===== src/include/did_config.svh =====
/*
  Build-time constants for the DID pipeline.
  The FIFO depth must be a power of two; register addresses must fit DID_ADDR_W.
*/
`ifndef DID_CONFIG_SVH
`define DID_CONFIG_SVH

// Data path widths in bits
`define DID_IN_W   8
`define DID_PROD_W 16
`define DID_ACC_W  24

// Entries between IAU and DPU
`define DID_FIFO_DEPTH 4

// Configuration port
`define DID_ADDR_W    4
`define DID_REG_SCALE 0
`define DID_REG_SHIFT 1
`define DID_REG_BIAS  2

`endif


===== src/source/did_pkg.sv =====
/*
  Shared data types of the DID pipeline.
  All data words are signed two's complement, widths from did_config.svh.
*/
`include "did_config.svh"

package did_pkg;

  typedef logic signed [`DID_IN_W-1:0]   pix_t;
  typedef logic signed [`DID_PROD_W-1:0] prod_t;
  typedef logic signed [`DID_ACC_W-1:0]  acc_t;

  // DWPU to IAU beat
  typedef struct packed {
    logic  last;
    prod_t data;
  } prod_beat_t;

  // IAU to DPU beat
  typedef struct packed {
    logic last;
    acc_t data;
  } acc_beat_t;

  typedef enum logic [`DID_ADDR_W-1:0] {
    REG_SCALE = `DID_REG_SCALE,
    REG_SHIFT = `DID_REG_SHIFT,
    REG_BIAS  = `DID_REG_BIAS
  } did_reg_e;

endpackage


===== src/source/did_stream_if.sv =====
/*
  Valid/ready stream between pipeline blocks.
  A beat moves on a clock edge with valid and ready high; the source holds
  valid, last and data stable until then.
*/
interface did_stream_if #(
  parameter type payload_t = logic
);
  logic     valid;
  logic     ready;
  logic     last;
  payload_t data;

  modport src (output valid, output last, output data, input ready);
  modport dst (input valid, input last, input data, output ready);

endinterface


===== src/source/did_cfg_regs.sv =====
/*
  Per-stage settings written through a one-cycle strobe.
  Writes are always accepted, unmapped addresses are dropped, no read-back.
*/
`include "did_config.svh"

module did_cfg_regs (
  input  logic                   i_clk,
  input  logic                   i_rst_n,
  input  logic                   i_cfg_wr,
  input  logic [`DID_ADDR_W-1:0] i_cfg_addr,
  input  logic [15:0]            i_cfg_wdata,
  output did_pkg::pix_t          o_scale,
  output logic [2:0]             o_shift,
  output did_pkg::prod_t         o_bias
);
  import did_pkg::*;

  always_ff @(posedge i_clk or negedge i_rst_n) begin
    if (!i_rst_n) begin
      o_scale <= '0;
      o_shift <= '0;
      o_bias  <= '0;
    end else if (i_cfg_wr) begin
      case (i_cfg_addr)
        REG_SCALE: o_scale <= pix_t'(i_cfg_wdata[7:0]);
        REG_SHIFT: o_shift <= i_cfg_wdata[2:0];
        REG_BIAS:  o_bias  <= prod_t'(i_cfg_wdata);
        // Unmapped, keep everything
        default: ;
      endcase
    end
  end

endmodule


===== src/source/did_dwpu_stage.sv =====
/*
  Depthwise scaling stage: each pixel times the signed scale.
  One output register; ready depends combinationally on downstream ready.
*/
module did_dwpu_stage (
  input  logic          i_clk,
  input  logic          i_rst_n,
  input  logic          i_pix_valid,
  input  logic          i_pix_last,
  input  did_pkg::pix_t i_pix_data,
  input  did_pkg::pix_t i_scale,
  output logic          o_pix_ready,
  output logic          o_irq,
  did_stream_if.src     dwpu_out
);
  import did_pkg::*;

  logic       out_valid;
  logic       accept;
  prod_t      product;
  prod_beat_t out_beat;

  // Register is empty or drains this cycle
  assign accept      = !out_valid || dwpu_out.ready;
  assign o_pix_ready = accept;

  // 8x8 signed always fits in 16 bits
  assign product = prod_t'(i_pix_data) * prod_t'(i_scale);

  always_ff @(posedge i_clk or negedge i_rst_n) begin
    if (!i_rst_n) begin
      out_valid <= 1'b0;
      o_irq     <= 1'b0;
    end else begin
      if (accept) begin
        out_valid <= i_pix_valid;
      end
      o_irq <= dwpu_out.valid && dwpu_out.ready && dwpu_out.last;
    end
  end

  always_ff @(posedge i_clk) begin
    if (i_pix_valid && accept) begin
      out_beat <= '{last: i_pix_last, data: product};
    end
  end

  assign dwpu_out.valid = out_valid;
  assign dwpu_out.last  = out_beat.last;
  assign dwpu_out.data  = out_beat;

endmodule


===== src/source/did_spill_reg.sv =====
/*
  Two-entry skid buffer that cuts the ready path.
  Upstream ready comes straight from a flop; full throughput, order kept.
*/
module did_spill_reg #(
  parameter type payload_t = logic
) (
  input  logic      i_clk,
  input  logic      i_rst_n,
  did_stream_if.dst up,
  did_stream_if.src dn
);

  logic     a_full;
  logic     b_full;
  logic     a_fill;
  logic     a_drain;
  logic     b_fill;
  logic     b_drain;
  payload_t a_data;
  payload_t b_data;
  logic     a_last;
  logic     b_last;

  // Entry A takes new beats, B catches A when the output stalls
  assign a_fill  = up.valid && up.ready;
  assign a_drain = a_full && !b_full;
  assign b_fill  = a_drain && !dn.ready;
  assign b_drain = b_full && dn.ready;

  always_ff @(posedge i_clk or negedge i_rst_n) begin
    if (!i_rst_n) begin
      a_full <= 1'b0;
      b_full <= 1'b0;
    end else begin
      if (a_fill || a_drain) begin
        a_full <= a_fill;
      end
      if (b_fill || b_drain) begin
        b_full <= b_fill;
      end
    end
  end

  always_ff @(posedge i_clk) begin
    if (a_fill) begin
      a_data <= up.data;
      a_last <= up.last;
    end
    if (b_fill) begin
      b_data <= a_data;
      b_last <= a_last;
    end
  end

  assign up.ready = !a_full || !b_full;
  // B always holds the older beat
  assign dn.valid = a_full || b_full;
  assign dn.data  = b_full ? b_data : a_data;
  assign dn.last  = b_full ? b_last : a_last;

endmodule


===== src/source/did_iau_stage.sv =====
/*
  Integer accumulation stage with one output register.
  The running sum restarts after every last beat; output is the new sum
  shifted right arithmetically by i_shift. Overflow wraps at 24 bits.
*/
module did_iau_stage (
  input  logic       i_clk,
  input  logic       i_rst_n,
  input  logic [2:0] i_shift,
  did_stream_if.dst  acc_in,
  did_stream_if.src  acc_out,
  output logic       o_irq
);
  import did_pkg::*;

  logic      out_valid;
  logic      accept;
  logic      take;
  acc_t      sum_q;
  acc_t      sum_next;
  acc_beat_t out_beat;

  assign accept   = !out_valid || acc_out.ready;
  assign take     = acc_in.valid && accept;
  assign sum_next = sum_q + acc_t'(acc_in.data.data);

  always_ff @(posedge i_clk or negedge i_rst_n) begin
    if (!i_rst_n) begin
      out_valid <= 1'b0;
      sum_q     <= '0;
      o_irq     <= 1'b0;
    end else begin
      if (accept) begin
        out_valid <= acc_in.valid;
      end
      if (take) begin
        // Next packet starts from zero
        sum_q <= acc_in.last ? '0 : sum_next;
      end
      o_irq <= acc_out.valid && acc_out.ready && acc_out.last;
    end
  end

  always_ff @(posedge i_clk) begin
    if (take) begin
      out_beat <= '{last: acc_in.last, data: sum_next >>> i_shift};
    end
  end

  assign acc_in.ready  = accept;
  assign acc_out.valid = out_valid;
  assign acc_out.last  = out_beat.last;
  assign acc_out.data  = out_beat;

endmodule


===== src/source/did_stream_fifo.sv =====
/*
  Circular-buffer FIFO with a registered output stage.
  Write to output valid takes two cycles; holds DEPTH entries plus the output
  register. Ready is low while the buffer is full.
*/
`include "did_config.svh"

module did_stream_fifo #(
  parameter type         payload_t = logic,
  parameter int unsigned DEPTH     = `DID_FIFO_DEPTH
) (
  input  logic      i_clk,
  input  logic      i_rst_n,
  did_stream_if.dst wr,
  did_stream_if.src rd
);
  localparam int unsigned PTR_W = (DEPTH > 1) ? $clog2(DEPTH) : 1;
  localparam int unsigned CNT_W = $clog2(DEPTH + 1);

  payload_t         mem_data [DEPTH];
  logic [DEPTH-1:0] mem_last;
  logic [PTR_W-1:0] wr_ptr;
  logic [PTR_W-1:0] rd_ptr;
  logic [CNT_W-1:0] count;
  logic             push;
  logic             pop;
  logic             out_valid;
  logic             out_last;
  payload_t         out_data;

  assign wr.ready = (count != CNT_W'(DEPTH));
  assign push     = wr.valid && wr.ready;
  // Refill the output register when it is empty or being read
  assign pop      = (count != '0) && (!out_valid || rd.ready);

  ////////////////////////////////////////////////////////////////////////////
  // Pointers and fill level
  always_ff @(posedge i_clk or negedge i_rst_n) begin
    if (!i_rst_n) begin
      wr_ptr    <= '0;
      rd_ptr    <= '0;
      count     <= '0;
      out_valid <= 1'b0;
    end else begin
      if (push) begin
        wr_ptr <= (wr_ptr == PTR_W'(DEPTH - 1)) ? '0 : wr_ptr + 1'b1;
      end
      if (pop) begin
        rd_ptr <= (rd_ptr == PTR_W'(DEPTH - 1)) ? '0 : rd_ptr + 1'b1;
      end
      case ({push, pop})
        2'b10:   count <= count + 1'b1;
        2'b01:   count <= count - 1'b1;
        default: ;
      endcase
      if (!out_valid || rd.ready) begin
        out_valid <= pop;
      end
    end
  end

  ////////////////////////////////////////////////////////////////////////////
  // Storage and output register
  always_ff @(posedge i_clk) begin
    if (push) begin
      mem_data[wr_ptr] <= wr.data;
      mem_last[wr_ptr] <= wr.last;
    end
    if (pop) begin
      out_data <= mem_data[rd_ptr];
      out_last <= mem_last[rd_ptr];
    end
  end

  assign rd.valid = out_valid;
  assign rd.data  = out_data;
  assign rd.last  = out_last;

endmodule


===== src/source/did_dpu_stage.sv =====
/*
  Output stage: accumulator plus second operand plus bias, wrapped to 24 bits.
  Takes one beat from each input together; the operand stream has no last,
  packet boundaries follow the accumulator stream.
*/
module did_dpu_stage (
  input  logic           i_clk,
  input  logic           i_rst_n,
  input  did_pkg::prod_t i_bias,
  did_stream_if.dst      dpu_in,
  input  logic           i_opd_valid,
  input  did_pkg::pix_t  i_opd_data,
  output logic           o_opd_ready,
  output logic           o_odr_valid,
  output logic           o_odr_last,
  output did_pkg::acc_t  o_odr_data,
  input  logic           i_odr_ready,
  output logic           o_irq
);
  import did_pkg::*;

  logic can_load;
  logic take;
  acc_t result;

  assign can_load = !o_odr_valid || i_odr_ready;
  // Joint transfer, each side waits for the other
  assign take         = dpu_in.valid && i_opd_valid && can_load;
  assign dpu_in.ready = i_opd_valid && can_load;
  assign o_opd_ready  = dpu_in.valid && can_load;

  assign result = dpu_in.data.data + acc_t'(i_opd_data) + acc_t'(i_bias);

  always_ff @(posedge i_clk or negedge i_rst_n) begin
    if (!i_rst_n) begin
      o_odr_valid <= 1'b0;
      o_irq       <= 1'b0;
    end else begin
      if (can_load) begin
        o_odr_valid <= dpu_in.valid && i_opd_valid;
      end
      o_irq <= o_odr_valid && i_odr_ready && o_odr_last;
    end
  end

  always_ff @(posedge i_clk) begin
    if (take) begin
      o_odr_last <= dpu_in.last;
      o_odr_data <= result;
    end
  end

endmodule


===== src/source/did_top.sv =====
/*
  DID pipeline: DWPU, skid buffer, IAU, FIFO, DPU.
  Latency from input to output varies with back-pressure; order is kept.
  o_irq bits 0..2 pulse for DWPU, IAU and DPU packet ends.
*/
`include "did_config.svh"

module did_top (
  input  logic                   i_clk,
  input  logic                   i_rst_n,
  input  logic                   i_cfg_wr,
  input  logic [`DID_ADDR_W-1:0] i_cfg_addr,
  input  logic [15:0]            i_cfg_wdata,
  // First input stream, into DWPU
  input  logic                   i_ifd0_valid,
  input  logic                   i_ifd0_last,
  input  did_pkg::pix_t          i_ifd0_data,
  output logic                   o_ifd0_ready,
  // Second input stream, into DPU
  input  logic                   i_ifd1_valid,
  input  did_pkg::pix_t          i_ifd1_data,
  output logic                   o_ifd1_ready,
  // Output stream
  output logic                   o_odr_valid,
  output logic                   o_odr_last,
  output did_pkg::acc_t          o_odr_data,
  input  logic                   i_odr_ready,
  output logic [2:0]             o_irq
);
  import did_pkg::*;

  pix_t       scale;
  logic [2:0] shift;
  prod_t      bias;

  did_stream_if #(.payload_t(prod_beat_t)) dwpu_if ();
  did_stream_if #(.payload_t(prod_beat_t)) iau_in_if ();
  did_stream_if #(.payload_t(acc_beat_t))  iau_out_if ();
  did_stream_if #(.payload_t(acc_beat_t))  dpu_in_if ();

  ////////////////////////////////////////////////////////////////////////////
  // Configuration
  did_cfg_regs u_cfg_regs (
    .i_clk,
    .i_rst_n,
    .i_cfg_wr,
    .i_cfg_addr,
    .i_cfg_wdata,
    .o_scale (scale),
    .o_shift (shift),
    .o_bias  (bias)
  );

  ////////////////////////////////////////////////////////////////////////////
  // Compute chain
  did_dwpu_stage u_dwpu (
    .i_clk,
    .i_rst_n,
    .i_pix_valid (i_ifd0_valid),
    .i_pix_last  (i_ifd0_last),
    .i_pix_data  (i_ifd0_data),
    .i_scale     (scale),
    .o_pix_ready (o_ifd0_ready),
    .o_irq       (o_irq[0]),
    .dwpu_out    (dwpu_if)
  );

  did_spill_reg #(.payload_t(prod_beat_t)) u_spill_reg (
    .i_clk,
    .i_rst_n,
    .up (dwpu_if),
    .dn (iau_in_if)
  );

  did_iau_stage u_iau (
    .i_clk,
    .i_rst_n,
    .i_shift (shift),
    .acc_in  (iau_in_if),
    .acc_out (iau_out_if),
    .o_irq   (o_irq[1])
  );

  did_stream_fifo #(.payload_t(acc_beat_t)) u_fifo (
    .i_clk,
    .i_rst_n,
    .wr (iau_out_if),
    .rd (dpu_in_if)
  );

  did_dpu_stage u_dpu (
    .i_clk,
    .i_rst_n,
    .i_bias      (bias),
    .dpu_in      (dpu_in_if),
    .i_opd_valid (i_ifd1_valid),
    .i_opd_data  (i_ifd1_data),
    .o_opd_ready (o_ifd1_ready),
    .o_odr_valid,
    .o_odr_last,
    .o_odr_data,
    .i_odr_ready,
    .o_irq       (o_irq[2])
  );

endmodule


===== config.mk =====
export PLATFORM = sky130hd
export DESIGN_NAME = did_top
export DESIGN_NICKNAME = d
export VERILOG_FILES = /design/src/source/did_pkg.sv /design/src/source/did_stream_if.sv /design/src/source/did_cfg_regs.sv /design/src/source/did_dwpu_stage.sv /design/src/source/did_spill_reg.sv /design/src/source/did_iau_stage.sv /design/src/source/did_stream_fifo.sv /design/src/source/did_dpu_stage.sv /design/src/source/did_top.sv
export VERILOG_INCLUDE_DIRS = /design/src /design/src/include
export SDC_FILE = /design/constraint.sdc
export NUM_CORES = 1
export LEC_CHECK = 0
export BUFFER_PORTS_ARGS = -buffer_cell sky130_fd_sc_hd__buf_2
export CAP_MARGIN = 20
export CORE_UTILIZATION = 60
export DETAILED_ROUTE_END_ITERATION = 10
export PLACE_DENSITY = 0.75
export SLEW_MARGIN = 20
export SYNTH_ARGS = -nofsm -noshare
export SYNTH_HDL_FRONTEND = slang
export SYNTH_SLANG_ARGS = --single-unit

===== constraint.sdc =====
create_clock -name i_clk -period 13.6 [get_ports i_clk]
set_clock_uncertainty 0.15 [all_clocks]
set_input_delay 1.36 -clock i_clk [delete_from_list [all_inputs] [get_ports i_clk]]
set_output_delay 1.36 -clock i_clk [all_outputs]
set_load 0.02 [all_outputs]

After elaboration in Yosys (flattened, before gate mapping)
Memory sizes are Yosys's and may differ from the RTL's. A register that Yosys moved wholly into a read port is not among the register bits.
Cells that the tools add are included.
{ "word_totals": {"n_memories": 1, "rom_bits": 0, "ram_bits": 100, "latchBits": 0, "inputBits": 43, "output_inout_bits": 31, "ff_bits": 173} }
{ "mem_list": {"columns": ["name", "depth", "width", "read_ports", "rd_clocked_by_memory_dff", "wr", "line", "rtl"], "rows": [
  ["u_fifo.mem_data", 4, 25, 1, 1, 1, "did_stream_fifo.sv:20", "payload_t mem_data [DEPTH];"]
]} }
{ "op_classes": {"eq_ne": 7, "n_mul": 1, "bitwise_logic": 0, "shifts": 1, "n_lt_le_gt_ge": 3, "addsub": 7, "mux": 13, "reduce_logical": 38, "div_mod_pow": 0} }
{ "ops": {"columns": ["op", "count"], "rows": [
  ["24-bit by 16-bit adder with 24-bit output", 2],
  ["24-bit by 8-bit adder with 24-bit output", 1],
  ["24-bit two-way mux", 1],
  ["24-bit by 3-bit >>> shifter with 24-bit output", 1],
  ["1-bit logical AND", 17],
  ["8-bit by 8-bit multiplier with 16-bit output", 1],
  ["16-bit two-way mux", 1],
  ["1-bit logical OR", 8],
  ["1-bit zero test", 7],
  ["2-bit equality test (second input constant)", 3],
  ["2-bit by 3-bit < comparator with 1-bit output (second input constant)", 2],
  ["3-bit one-hot mux with 2 select lines", 1],
  ["2-bit AND reduction", 3],
  ["1-bit two-way mux", 5],
  ["2-bit by 1-bit adder with 2-bit output (second input constant)", 2],
  ["4-bit bitwise mux", 1],
  ["4-bit by 1-bit equality test with 1-bit output (second input constant)", 1],
  ["4-bit by 2-bit equality test with 1-bit output (second input constant)", 1],
  ["4-bit zero test", 1],
  ["2-bit two-way mux", 2],
  ["3-bit by 1-bit adder with 3-bit output (second input constant)", 1],
  ["3-bit != test (second input constant)", 1],
  ["3-bit nonzero test", 1],
  ["3-bit by 1-bit subtractor with 3-bit output (second input constant)", 1],
  ["other kinds (5)", 5]
]} }

Longest topological paths before layout
{ "logic_depth": {"depth_word": 7, "mapped_depth": 18, "depth_no_buf": 18} }

By module
Synthesis repeated with hierarchy kept, for this count alone.
{ "hier_totals": {"cells_unflattened": 1332, "hier_area_um2": 17454.2} }
{ "by_module_without_submodules": {"columns": ["mod", "area_per_inst_um2", "seq_area_each_um2", "cells_each", "n_inst"], "rows": [
  ["did_stream_fifo", 5016.1, 4103.9, 205, 1],
  ["did_iau_stage", 4256.6, 1401.3, 474, 1],
  ["did_dwpu_stage", 3146.8, 560.5, 312, 1],
  ["did_dpu_stage", 2453.6, 800.8, 216, 1],
  ["did_spill_reg", 1471.4, 1131.1, 65, 1],
  ["did_cfg_regs", 1109.8, 675.6, 60, 1]
]} }

Least setup slack after synthesis
OpenSTA, ideal clock, no wires.
{ "synth_timing": {"path_kind": "input to register", "from": "input i_ifd0_data[0]", "to": "register u_dwpu.out_beat, in the netlist u_dwpu.dwpu_out.data[14], data pin", "arrival_ps": 5173, "setup_time_ps": 195, "required_time_ps": 13255, "setup_slack_ps": 8082, "stages": 16, "n_path_buf": 0, "cell_sequence": "nand2b_1 fa_1 fa_1 inv_1 fa_1 inv_1 fa_1 inv_1 ha_1 o21ai_0 a21boi_0 o21ai_0 a21oi_1 o21a_1 o21a_1 o311ai_0"} }
{ "synth_via": {"elab_chain_cells": 1} }
{ "synth_lines": {"columns": ["item", "line", "rtl"], "rows": [
  ["start: declaration", "did_top.sv:17", "input did_pkg::pix_t i_ifd0_data,"],
  ["8-bit by 8-bit multiplier with 16-bit output", "did_dwpu_stage.sv:28", "assign product = prod_t'(i_pix_data) * prod_t'(i_scale);"],
  ["named net u_dwpu.product[14]", "did_dwpu_stage.sv:20", "prod_t product;"],
  ["end signal: assignment", "did_dwpu_stage.sv:44", "out_beat <= '{last: i_pix_last, data: product};"],
  ["end: declaration", "did_dwpu_stage.sv:21", "prod_beat_t out_beat;"]
]} }
The timed path passes the listed nets, and every way through them passes these cells.
A chain may end at the register's enable or synchronous reset.

Final worst setup path
Ends and elaborated chain as after synthesis.

==> results.md <==
- Layout Nets: 1565
- Gr usage total: 23.2%
- Post-DP Area: 17500 µm²
- Worst slack, placed: 7.59 ns
- Placeable Area: 27100 µm²
- Pwr dens: 279 nW/µm²
- CP max FO: 8
- Fin crit share: 40.1%
- Startpoint Class: input port
- Cell Count, Final, Fillers Out: 1756
- Setup Crit Path Kind: input port to flop
- Comb pwr share: 52.7%
- Clock power share: 15.3%
- Compound-Gate Fraction of Synth Area: 8.19%
- Largest family of logic cells by synthesized area: adder cells
- Post-DP HPWL: 22500 µm
- Initial antenna violation count: 0
- Iter 0 DRT Violations: 634
- Post-synthesis simple-gate area fraction: 8.88%
- Switching Share: 39.7%
- Area growth syn-to-layout: 10.5%
- Via count of the first global-routing pass: 10400
- Post-DR wirelength/cell: 17.6 µm
- Worst ir drop on vdd: 0.000356 V
- N_diodes: 0
- Number of fill cells: 1905
- Drt pass-1 iters: 5
- Critical path's top delay family: adder cells
- Routed wl met3: 1170 µm
- Routed wire length: 31000 µm
- Asr flop ratio synth: 22.9%
- Synth Area in Adders: 15.8%
- Die Y: 169 µm
- Final Util: 68.1%
- Slew Limit Fails: 0
- Final ANT Viol Nets: 0
- Setup-failing EPs final: 0
- Vias/cell: 5.73
- Top Metal Used: met4
- Distinct cell type count after synthesis: 77
- Slowest stage cell, crit path: fa_1
- Worst Max-Slew Pin Slew: 0.997 ns
- PnR worst setup slack: 8.15 ns
- Mux contribution to synthesized area: 9.73%
- Number of buffers added on ports: 73
- Reg clk slew, reported paths: 0.06 ns
- Leakage power: 7.52 nW
- Sequential fraction of the synthesis area: 50.7%
- Clock sinks: 293
- Residual DRC count: 0
- Setup crit end kind: flop
- Post-synth net total: 1481
- Resized Gates After CTS: 0
- Layout cell share with drive strength beyond 1: 17.4%
- I/O Pins: 74
- Setup bufs post-CTS: 0
- Grt total ovfl: 0
- Clock Latency Late Sink: 0.57 ns
- Final Hold Viols: 0
- Slew headroom: 33.0%
- CP Data Arrival Time: 5.64 ns
- Minimum clock period: 5.45 ns
- Row cnt: 60
- First-pass GRT wire length: 52200 µm
- Internal: 3.10 mW
- Total power: 5.15 mW
- Hold Crit Class: flop to flop
- Initial Utilization: 61.6%
- Syn Area/Cell: 13.1 µm²
- DR vias: 10100
- Sw power: 2.05 mW
- Met2 WL post-DR: 15600 µm
- Cell area after synthesis: 16700 µm²
- Chip width: 169 µm
- Post-synth EDFFs: 226
- Outcome: finished clean
- CTS tree: done
- Cell Chain, Critical Path: buf_2 -> nand2b_1 -> fa_1 -> fa_1 -> inv_1 -> fa_1 -> inv_1 -> fa_1 -> inv_1 -> ha_1 -> o21ai_0 -> a21boi_0 -> o21ai_0 -> a21oi_1 -> o21a_1 -> o21a_1 -> o311ai_0
- Placed Cells: 1700
- Number of synthesis warnings: 0
- Num CTS Buffers: 30
- RSZ-0062 raised after global routing: false
- H-tree depth: 1
- Post-route cell area: 18500 µm²
- WP data required: 13.79 ns
- CTS Hold Bufs: 0
- Max Cap Violations: 0
- Die Area: 28500 µm²
- Root Driver: clkbuf_16
- Mapped Cells: 1276
- Sequential power share: 32.0%
- Largest net degree at the start of global routing: 68
- Bufs and invs on worst path: 4
- Peak Freq: 0.184 GHz
- Total negative slack: 0 ns
- Post-Synth XOR/XNOR Area: 2.94%
- Gpl congestion: 0.871
- WHS: 0.266 ns
- Synthesized flop and latch total: 293
- CP max stage delay: 0.56 ns
- CP dominant cell by count: fa_1
- WL met1: 13500 µm
- Most used DFF post-synth: edfxtp_1
- Clock Path Buffers: 3
## placed cells by master (no fill, tap or decap), drive strengths merged, types with 7 or more instances in the layout
cell type / n
edfxtp: 226
inv: 133
buf: 87
fa: 81
ha: 81
nand2: 72
dfrtp: 67
and2: 52
o21ai: 52
mux2: 51
a21oi: 45
nor2: 44
xnor2: 39
clkbuf: 38
mux4: 36
nor3: 28
mux2i: 24
nor2b: 19
nand3: 19
xor2: 17
nand2b: 14
a21o: 13
and3: 13
clkinv: 13
o21a: 11
o31ai: 8
a211oi: 8
o311ai: 7
## logic make-up after synthesis
| logic type | count (synthesis) |
|---|---|
| compound gates | 201 |
| xor+xnor | 56 |
| fa+ha+maj | 162 |
| buf+inv | 166 |
| flops | 293 |
| mux | 111 |
| simple gates | 287 |
## worst register-to-register path, delay by kind of cell, from the launching register on
family                     cells  cell delay, ns
adders and majority gates      5            2.41
AOI/OAI and AO/OA              7            1.36
DFF                            1            0.50
buffers and inverters          4            0.21
and+or+nand+nor                1            0.24
## worst paths after layout
check | slack (ns) | cells past startpoint | endpoint | from
max | 8.15 | 17 | u_dwpu.dwpu_out.data[14]$_DFFE_PP_ | i_ifd0_data[0]
min in group asynchronous | 0.75 | 1 | u_cfg_regs.o_bias[14]$_DFFE_PN0P_ | i_rst_n
min reg2reg | 0.27 | 0 | u_spill_reg.a_data[5]$_DFFE_PP_ | u_dwpu.dwpu_out.data[5]$_DFFE_PP_
max reg2reg | 8.52 | 17 | u_dwpu.dwpu_out.data[14]$_DFFE_PP_ | u_cfg_regs.o_scale[4]$_DFFE_PN0P_
max in group asynchronous | 11.88 | 1 | u_iau.sum_q[23]$_DFFE_PN0P_ | i_rst_n
min | 0.27 | 0 | u_spill_reg.a_data[5]$_DFFE_PP_ | u_dwpu.dwpu_out.data[5]$_DFFE_PP_
## power groups by stage
stage               clock, mW  combinational (mW)  sequential, mW
finish                  0.787                2.72            1.65
global route            0.833                3.08            1.68
CTS                     0.803                2.73            1.65
detailed placement          0                2.70            1.66
global placement            0                2.63            1.64
floorplan                   0                2.08            1.66
## cell type report
cell class	instances	area [µm²]	area share (%)
clock inverter	18	161	0.874
multi-input combinational	817	7610	41.2
clock buffer	38	801	4.34
sequential	293	8460	45.8
tap	372	465	2.52
inverter	131	492	2.66
timing repair buffer	87	473	2.56
## layer usage
metal / track usage, % / vias up
met5: 0 / -
met4: 6.01 / 0
met3: 3.13 / 52
met2: 41.2 / 198
met1: 30.1 / 5025
li1: - / 4785
## Yosys cell counts (4+ instances only)
library cell	number	area, µm²
mux2_2	51	574
o21bai_1	5	37.5
buf_2	4	20.0
or3_1	4	25.0
and2_1	52	325
and3_1	12	75.1
dfrtp_1	67	1680
o21ai_0	48	240
nand3_1	19	95.1
nand2b_1	14	87.6
inv_1	129	484
nand4_1	4	25.0
o211ai_1	5	37.5
xnor2_1	39	342
nor3b_1	4	30.0
a21oi_1	44	220
o21a_1	11	82.6
nand2_1	72	270
a21o_1	13	97.6
ha_1	81	1010
fa_1	81	1620
clkbuf_1	22	82.6
edfxtp_1	226	6790
mux2i_1	24	240
o311ai_0	4	35.0
nor2b_1	19	119
o31ai_1	8	60.1
a2111oi_0	5	43.8
xor2_1	17	149
nor2_1	44	165
buf_1	5	18.8
nor3_1	27	135
a211o_1	4	35.0
mux4_2	36	811
o21ai_1	4	20.0
a211oi_1	7	52.6
## sequential cells by signal, indices dropped and copies added, names as in the netlist, 16 cells and up
signal,flops
u_cfg_regs.o_bias,16
u_dpu.o_odr_data,24
u_dwpu.dwpu_out.data,16
u_fifo.mem_data,96
u_fifo.rd.data,24
u_iau.acc_out.data,24
u_iau.sum_q,24
u_spill_reg.a_data,17
u_spill_reg.b_data,17
Power figures use the tool's default switching activity.
